## config.mk

```make
export PLATFORM = sky130hd
export DESIGN_NAME = mmio_regs
export DESIGN_NICKNAME = d
export VERILOG_FILES = /design/src/verilog/board_io_pkg.sv /design/src/verilog/soc_bus_pkg.sv /design/src/verilog/mmio_regs.sv
export SDC_FILE = /design/constraint.sdc
export NUM_CORES = 1
export LEC_CHECK = 0
export ABC_AREA = 1
export CAP_MARGIN = 20
export CORE_MARGIN = 3
export CORE_UTILIZATION = 51
export DETAILED_ROUTE_END_ITERATION = 6
export DONT_BUFFER_PORTS = 1
export PLACE_DENSITY = 0.66
export SLEW_MARGIN = 25
export SYNTH_ARGS = -nofsm -noshare
export SYNTH_HDL_FRONTEND = slang
export SYNTH_SLANG_ARGS = --single-unit
export TNS_END_PERCENT = 20
```

## constraint.sdc

```tcl
create_clock -name clkb -period 1.3 [get_ports clkb]
set_clock_uncertainty 0.1 [all_clocks]
set_input_delay 0.13 -clock clkb [delete_from_list [all_inputs] [get_ports clkb]]
set_output_delay 0.13 -clock clkb [all_outputs]
set_load 0.01 [all_outputs]
```

## src/verilog/board_io_pkg.sv

```systemverilog
`default_nettype none

package board_io_pkg;

    // board-side widths
    localparam int swch_width     = 8;
    localparam int led_width      = 8;
    localparam int kbcode_width   = 5;    // bit 4 pressed, bits 3..0 key index
    localparam int vga_addr_width = 12;

    typedef logic [7:0] cell_t;           // one char or colour cell

    // register offsets inside 0xffffff00
    localparam logic [7:0] sw1_off       = 8'h00;
    localparam logic [7:0] sw2_off       = 8'h04;
    localparam logic [7:0] sw3_off       = 8'h08;
    localparam logic [7:0] led1_off      = 8'h0c;
    localparam logic [7:0] led2_off      = 8'h10;

    // buttons read back as 0 or 1
    localparam logic [7:0] btn_mid_off   = 8'h14;
    localparam logic [7:0] btn_up_off    = 8'h18;
    localparam logic [7:0] btn_down_off  = 8'h1c;
    localparam logic [7:0] btn_left_off  = 8'h20;
    localparam logic [7:0] btn_right_off = 8'h24;

    localparam logic [7:0] sepc_off      = 8'h28;   // saved exception pc
    localparam logic [7:0] seg1_off      = 8'h2c;
    localparam logic [7:0] seg2_off      = 8'h30;

    // keypad
    localparam logic [7:0] kb_valid_off  = 8'h34;
    localparam logic [7:0] kb_key_off    = 8'h38;

endpackage

`default_nettype wire

```

## src/verilog/soc_bus_pkg.sv

```systemverilog
`default_nettype none

package soc_bus_pkg;

    // processor bus word
    localparam int data_width = 32;

    typedef logic [data_width-1:0] data_t;

    // upper half-word region selects
    localparam logic [15:0] io_region_hi  = 16'hffff;   // memory-mapped I/O
    localparam logic [15:0] exc_region_hi = 16'h1c09;   // handler ROM on the fetch side

    // 4 KiB pages inside the I/O region
    localparam logic [19:0] mmio_page  = 20'hfffff;     // board registers
    localparam logic [19:0] char_page  = 20'hffffe;     // text characters
    localparam logic [19:0] color_page = 20'hffffd;     // text colours

    // RAM word index starts above the byte offset
    localparam int word_shift = 2;

    // cycles from sampled address to valid read data
    // every port-b source lines up on this
    localparam int read_latency = 1;

endpackage

`default_nettype wire

```

## src/verilog/mmio_regs.sv

```systemverilog
`timescale 1ns/1ns
`default_nettype none

module mmio_regs (
    input  logic                                  clkb,
    input  logic                                  rst_n,
    input  logic [7:0]                            offset,
    input  soc_bus_pkg::data_t                    write_data,
    input  logic                                  we,
    input  logic [board_io_pkg::swch_width-1:0]   switches1,
    input  logic [board_io_pkg::swch_width-1:0]   switches2,
    input  logic [board_io_pkg::swch_width-1:0]   switches3,
    input  logic                                  bt1,      // middle
    input  logic                                  bt2,      // up
    input  logic                                  bt3,      // down
    input  logic                                  bt4,      // left
    input  logic                                  bt5,      // right
    input  logic [board_io_pkg::kbcode_width-1:0] kb_idx,
    input  soc_bus_pkg::data_t                    sepc,
    output soc_bus_pkg::data_t                    rdata,
    output logic [board_io_pkg::led_width-1:0]    led1_out,
    output logic [board_io_pkg::led_width-1:0]    led2_out,
    output soc_bus_pkg::data_t                    seg1_out,
    output soc_bus_pkg::data_t                    seg2_out
);

    import soc_bus_pkg::*;
    import board_io_pkg::*;

    data_t rd_next;

    // LED and segment offsets are write only
    always_comb begin
        rd_next = '0;
        case (offset)
            sw1_off:       rd_next = data_t'(switches1);
            sw2_off:       rd_next = data_t'(switches2);
            sw3_off:       rd_next = data_t'(switches3);
            btn_mid_off:   rd_next = data_t'(bt1);
            btn_up_off:    rd_next = data_t'(bt2);
            btn_down_off:  rd_next = data_t'(bt3);
            btn_left_off:  rd_next = data_t'(bt4);
            btn_right_off: rd_next = data_t'(bt5);
            sepc_off:      rd_next = sepc;
            kb_valid_off:  rd_next = data_t'(kb_idx[kbcode_width-1]);   // key pressed
            kb_key_off:    rd_next = data_t'(kb_idx[3:0]);
            default:       rd_next = '0;
        endcase
    end

    // read word registered like the RAM output
    always_ff @(posedge clkb) begin
        if (!rst_n) begin
            rdata <= '0;
        end else begin
            rdata <= rd_next;
        end
    end

    // output registers
    always_ff @(posedge clkb) begin
        if (!rst_n) begin
            led1_out <= '0;
            led2_out <= '0;
            seg1_out <= '0;
            seg2_out <= '0;
        end else if (we) begin
            case (offset)
                led1_off: led1_out <= write_data[led_width-1:0];   // low byte only
                led2_off: led2_out <= write_data[led_width-1:0];
                seg1_off: seg1_out <= write_data;
                seg2_off: seg2_out <= write_data;
                default: ;
            endcase
        end
    end

endmodule

`default_nettype wire

```

==> results of run 1 <==
[cells by family (layout without fill, tap and decap cells)]
group | after synthesis | in the layout | share of synthesized area
other | 0 | 2 | 0
buffers and inverters | 46 | 141 | 0.0479
AND/OR/NAND/NOR | 318 | 318 | 0.304
AO/OA/AOI/OAI | 86 | 86 | 0.105
flip-flops | 112 | 112 | 0.543
[cells in the final DEF, fill, tap and decap left out, drive strengths merged]
| cell | synthesis | routed |
|---|---|---|
| nor3 | 2 | 2 |
| clkbuf | 10 | 11 |
| nand3 | 20 | 20 |
| o21ai | 80 | 80 |
| clkinvlp | 0 | 1 |
| inv | 20 | 21 |
| dlygate4sd3 | 0 | 87 |
| buf | 16 | 18 |
| a21oi | 4 | 4 |
| o211ai | 1 | 1 |
| diode | 0 | 2 |
| clkinv | 0 | 3 |
| nor2 | 214 | 214 |
| nand2 | 82 | 82 |
| o22ai | 1 | 1 |
| dfxtp | 112 | 112 |
[flip-flops by register name (all words and copies together) (netlist names)]
signal and flops:
seg1_out 32, rdata 32, led2_out 8, seg2_out 32
led1_out 8
[area by class of cell]
type | count | area, um2 | area share
timing repair buffer | 105 | 1030 | 0.193
sequential | 112 | 2240 | 0.420
clock buffer | 11 | 131 | 0.0246
multi-input combinational | 404 | 1690 | 0.316
inverter | 20 | 75.1 | 0.0141
tap | 102 | 128 | 0.0239
antenna | 2 | 5.00 | 0.000937
clock inverter | 5 | 41.3 | 0.00773
[where the power goes]
part	switching [mW]	internal (mW)	leakage [nW]
clock network	1.13	0.717	0.0854
registers	0.00892	3.44	0.902
logic	0.141	0.212	1.37
[per-layer routing]
| metal | track usage | part of all wire | vias to the layer above |
|---|---|---|---|
| met4 | 0.130 | 0.038 | 0 |
| li1 | - | - | 1944 |
| met3 | 0.0915 | 0.11 | 44 |
| met5 | 0 | 0 | - |
| met1 | 0.280 | 0.35 | 1862 |
| met2 | 0.466 | 0.51 | 255 |
[path summary, 6_finish.rpt]
check | depth (start not counted) | from | end | slack (ps)
setup / recovery | 3 | rst_n | rdata[24] | 80
hold reg to reg | 2 | led2_out[6] | led2_out[6] | 450
hold / removal | 2 | rst_n | rdata[0] | -230
setup reg to reg | 2 | led1_out[7] | led1_out[7] | 430
[per-stage QoR]
stage	hold WS [ps]	power (mW)	instances
floorplan	151	3.62	562
global placement	138	3.62	656
detailed placement	138	3.62	656
CTS	-244	5.65	755
global route	-241	5.87	759
finish	-231	5.65	761
[worst max-delay path, delay by kind of cell]
| kind | cells | cell delay [ps] |
|---|---|---|
| buffers and inverters | 2 | 1040 |
| and+or+nand+nor | 1 | 130 |
==> impl_metrics.csv, run 1 <==
group,metric,value,unit
sta,setup_repair_after_global_routing_missed_its_margin,"false",
clock_network,cts.sink_count,112,
setup_path,cp_data_required_time,1420,ps
logic_synthesis,synth_edf_count,0,
min_path,hold_class,"in2reg",
outcome,outcome,"finished, violations left",
sta,totalNegativeSetupSlack,0,ps
logic_synthesis,yosysMostFrequentCell,"nor2_1",
sta,setup_violations,0,
drt,drc,0,
clock_network,cts.htree.levels,3,
clock_network,cts_post_setup_buffers_inserted,0,
logic_synthesis,syn_avg_cell_area,7.34,um2
final_layout,n_fill_cell,611,
drt,route.vias.total,4105,
clock_network,clk_pin_slew_worst_paths,100,ps
final_layout,synthToLayoutAreaGrowth,29.4,%
drt,routed_wire_length_per_instance,17.4,um
setup_path,worstPathCellList,"inv_2, dlygate4sd3_1, nor2_1",
die,num_rows,32,
drt,detail_route.wirelength,13300,um
power,cellPowerDensity,1060,mW/mm2
final_layout,utilization,0.684,
sta,finalHoldViolCount,84,
setup_path,setup.worst_path.end_class,"flip-flop",
setup_path,max_stage_delay,970,ps
setup_path,timing.critical_path.slowest_stage_cell,"dlygate4sd3_1",
drt,route.detailed.vias_per_inst,5.39,
final_layout,finalInstanceArea,0.00534,mm2
logic_synthesis,ys_top_cells_by_count,"208 x nor2_1, 112 x dfxtp_1, 80 x nand2_1",
logic_synthesis,yosysWarnings,0,
clock_network,insertion_delay,360,ps
logic_synthesis,synth_top_area_cell,"dfxtp_1",
die,die_w,96.0,um
clock_network,cts_tree,"done",
drt,dr.first_iter.drc_count,212,
sta,final.min_clock_period,1220,ps
setup_path,worst_ep_arrival_time,1340,ps
logic_synthesis,netlist_instances,562,
die,initial_utilization,0.529,
sta,achievable-frequency,823,MHz
placed_design,gp_congestion,0.820,
grt,grt_max_degree,84,
grt,global_route_wire_length_before_repair,18700,um
sta,final.setup.worst_slack,84.3,ps
placed_design,detailed_place_hpwl,8340,um
logic_synthesis,netlist.area_leader.share,0.543,
grt,antenna_found_initial,0,
job,cap_viol_max_count,0,
clock_network,cts-resized-gates,0,
placed_design,dp_worst_setup_slack,-124,ps
outcome,violations_in_the_final_reports,"hold timing",
die,coreArea,0.00781,mm2
final_layout,final_layout_size_suffix_gt1_frac,0.0700,
setup_path,worstSetupStartpointType,"primary input",
logic_synthesis,synthArstFlopShare,0,
logic_synthesis,seq_area_frac_synth,0.543,
sta,slew_headroom,0.563,
die,floorplan.die_area,0.00921,mm2
die,io_pins,221,
sta,final_max_slew_violation_count,0,
clock_network,clock_path_buffers,2,
sta,hold_ws,-231,ps
logic_synthesis,post_synth_main_area_contributors,"dfxtp_1 54%, nor2_1 19%, o21ai_0 9.2%",
grt,grt_util_all_layers,0.264,
placed_design,port_buffers,0,
placed_design,detailed_place.area,0.00429,mm2
power,power.ir.vdd_worst,556,uV
die,dieHeight,96.0,um
final_layout,final_nets,761,
sta,worst_slew_pin_slew,654,ps
logic_synthesis,syn_area,0.00413,mm2
drt,antenna_violating_nets_post_route,0,
drt,drt_first_pass_iters,5,
clock_network,cts_root_buffer,"clkbuf_8",
logic_synthesis,syn_nets,671,
grt,grt_overflow,0,
grt,first_global_vias,3785,
setup_path,worst-setup-path-type,"in2reg",
logic_synthesis,synthFlopType,"dfxtp_1",
logic_synthesis,number_of_distinct_library_cells_after_synthesis,19,
sta,finalCritPeriodShare,0.935,
setup_path,critical_path.max_fanout,83,
logic_synthesis,synth.ff_latch_count,112,
power,cellLeakagePower,2.36,nW
clock_network,total_clock_buffers_created_by_cts,9,
clock_network,hold_buffers,83,
Note: power is estimated with default switching activity, not from simulation.
==> run 2: changes to the inputs <==
- CORE_MARGIN: 3 -> 2
==> impl_metrics.csv, run 2 (synthesis gave the netlist of run 1 again) <==
group,metric,value,unit
outcome,outcome,"finished, violations left",
outcome,violations_in_the_final_reports,"hold timing",
grt,gr-usage-met3,0.102,
clock_network,clk_pin_slew_worst_paths,100,ps
sta,finalHoldViolCount,84,
final_layout,post_layout_nonfiller_instances,760,
die,floorplan.die_area,0.00883,mm2
power,power.ir.vdd_worst,728,uV
final_layout,reg_top3,"rdata: 32 flops, seg1_out: 32 flops, seg2_out: 32 flops",
drt,antenna_violating_nets_post_route,0,
clock_network,cts.htree.levels,3,
grt,grt_max_degree,84,
clock_network,cts_tree,"done",
setup_path,critical_path.max_fanout,7,
job,cap_viol_max_count,0,
setup_path,max_stage_delay,460,ps
sta,worst_slew_pin_slew,499,ps
final_layout,n_fill_cell,608,
clock_network,cts.sink_count,112,
drt,dr.first_iter.drc_count,211,
clock_network,hold_buffers,86,
setup_path,setup.worst_path.end_class,"flip-flop",
die,die_w,94.0,um
die,initial_utilization,0.531,
grt,first_global_vias,3923,
min_path,hold_class,"in2reg",
clock_network,total_clock_buffers_created_by_cts,9,
sta,achievable-frequency,938,MHz
setup_path,worst_ep_arrival_time,1250,ps
die,dieHeight,94.0,um
grt,grt_util_all_layers,0.283,
sta,setup_repair_after_global_routing_missed_its_margin,"false",
final_layout,utilization,0.696,
die,io_pins,221,
sta,setup_violations,0,
drt,route.detailed.vias_per_inst,5.36,
final_layout,synthToLayoutAreaGrowth,31.0,%
sta,slew_headroom,0.666,
setup_path,worstPathCellList,"nor2_1, nand2_1, nor2_1, nand2_1, nand3_1, a21oi_1, nor2_1",
placed_design,gp_congestion,0.865,
drt,route.vias.total,4077,
final_layout,layout.cells.most_common,"nor2_1",
placed_design,port_buffers,0,
grt,global_route.peak_usage_layer,"met2",
placed_design,detailed_place_hpwl,7960,um
grt,antenna_found_initial,1,
grt,grtUsageMet1,0.294,
setup_path,path_delay_family,"simple AND/OR/NAND/NOR gates",
drt,drc,0,
setup_path,cp_common_cell,"nor2_1",
setup_path,worstSetupStartpointType,"primary input",
drt,routed_wire_length_per_instance,16.8,um
die,num_rows,32,
grt,grt.met2_usage,0.492,
drt,drt_first_pass_iters,5,
final_layout,final_nets,761,
power,cellLeakagePower,2.39,nW
final_layout,final_layout_size_suffix_gt1_frac,0.0715,
clock_network,cts_root_buffer,"clkbuf_8",
setup_path,worst-setup-path-type,"in2reg",
setup_path,timing.critical_path.slowest_stage_cell,"nor2_1",
sta,hold_ws,-235,ps
grt,grt_overflow,0,
clock_network,cts_post_setup_buffers_inserted,0,
sta,final_max_slew_violation_count,0,
setup_path,critPathBufInv,0,
sta,final.min_clock_period,1070,ps
clock_network,clock_path_buffers,2,
drt,detail_route.wirelength,12800,um
sta,finalCritPeriodShare,0.820,
placed_design,numPlacedInstances,656,
power,power,6.11,mW
final_layout,most-common-layout-cells,"208 x nor2_1, 112 x dfxtp_1, 87 x dlygate4sd3_1",
clock_network,cts-resized-gates,0,
grt,global_route_wire_length_before_repair,19400,um
clock_network,insertion_delay,360,ps
die,coreArea,0.00777,mm2
power,cellPowerDensity,1130,mW/mm2
setup_path,cp_data_required_time,1490,ps
[run 2: cell count changes in the layout (fill, tap and decap cells not counted)]
cell        before  now
clkinv_4         2    1
inv_6            0    2
inv_8            1    0
buf_12           2    3
diode_2          2    1
buf_4           16   15
clkinv_2         1    0
clkbuf_1         2    1
bufinv_16        0    2
clkinvlp_4       1    0
clkinv_8         0    1
[run 2: routing by layer]
| layer | vias to the layer above | wire length [um] |
|---|---|---|
| met5 | - | 0 |
| met4 | 0 | 512 |
| met3 | 45 | 1290 |
| met2 | 222 | 6330 |
| met1 | 1858 | 4670 |
| li1 | 1952 | - |
[run 2: area by class of cell]
type	instances	area (um2)	area share
Sequential cell	112	2240	0.415
Antenna cell	1	2.50	0.000463
Tap cell	102	128	0.0236
Clock buffer	10	128	0.0236
Inverter	20	75.1	0.0139
Multi-Input combinational cell	404	1690	0.312
Clock inverter	6	103	0.0190
Timing Repair Buffer	105	1040	0.193
[run 2: path summary, 6_finish.rpt]
kind / endpoint / slack (ps) / cells past startpoint / start
setup reg to reg: seg1_out[26] / 420 / 2 / seg1_out[26]
hold / removal: rdata[0] / -240 / 2 / rst_n
setup / recovery: rdata[4] / 230 / 7 / offset[7]
hold reg to reg: led2_out[6] / 450 / 2 / led2_out[6]
[run 2: worst register-to-register path, delay by kind of cell (launching register included)]
family | cells | cell delay, ps
AO/OA/AOI/OAI | 1 | 250
flip-flops | 1 | 370
AND/OR/NAND/NOR | 1 | 60
[run 2: where the power goes]
part	total, mW	switching (mW)	internal, mW
Sequential	3.45	0.00871	3.44
Clock	2.32	1.19	1.12
Combinational	0.347	0.136	0.211
[run 2: per-stage QoR]
stage	setup TNS, ps	worst slack, ps	instance area (um2)
finish	0	234	5410
global route	0	144	5410
CTS	0	240	5400
detailed placement	-299	-29.6	4300
global placement	0	28.2	4300
floorplan	0	76.6	4130
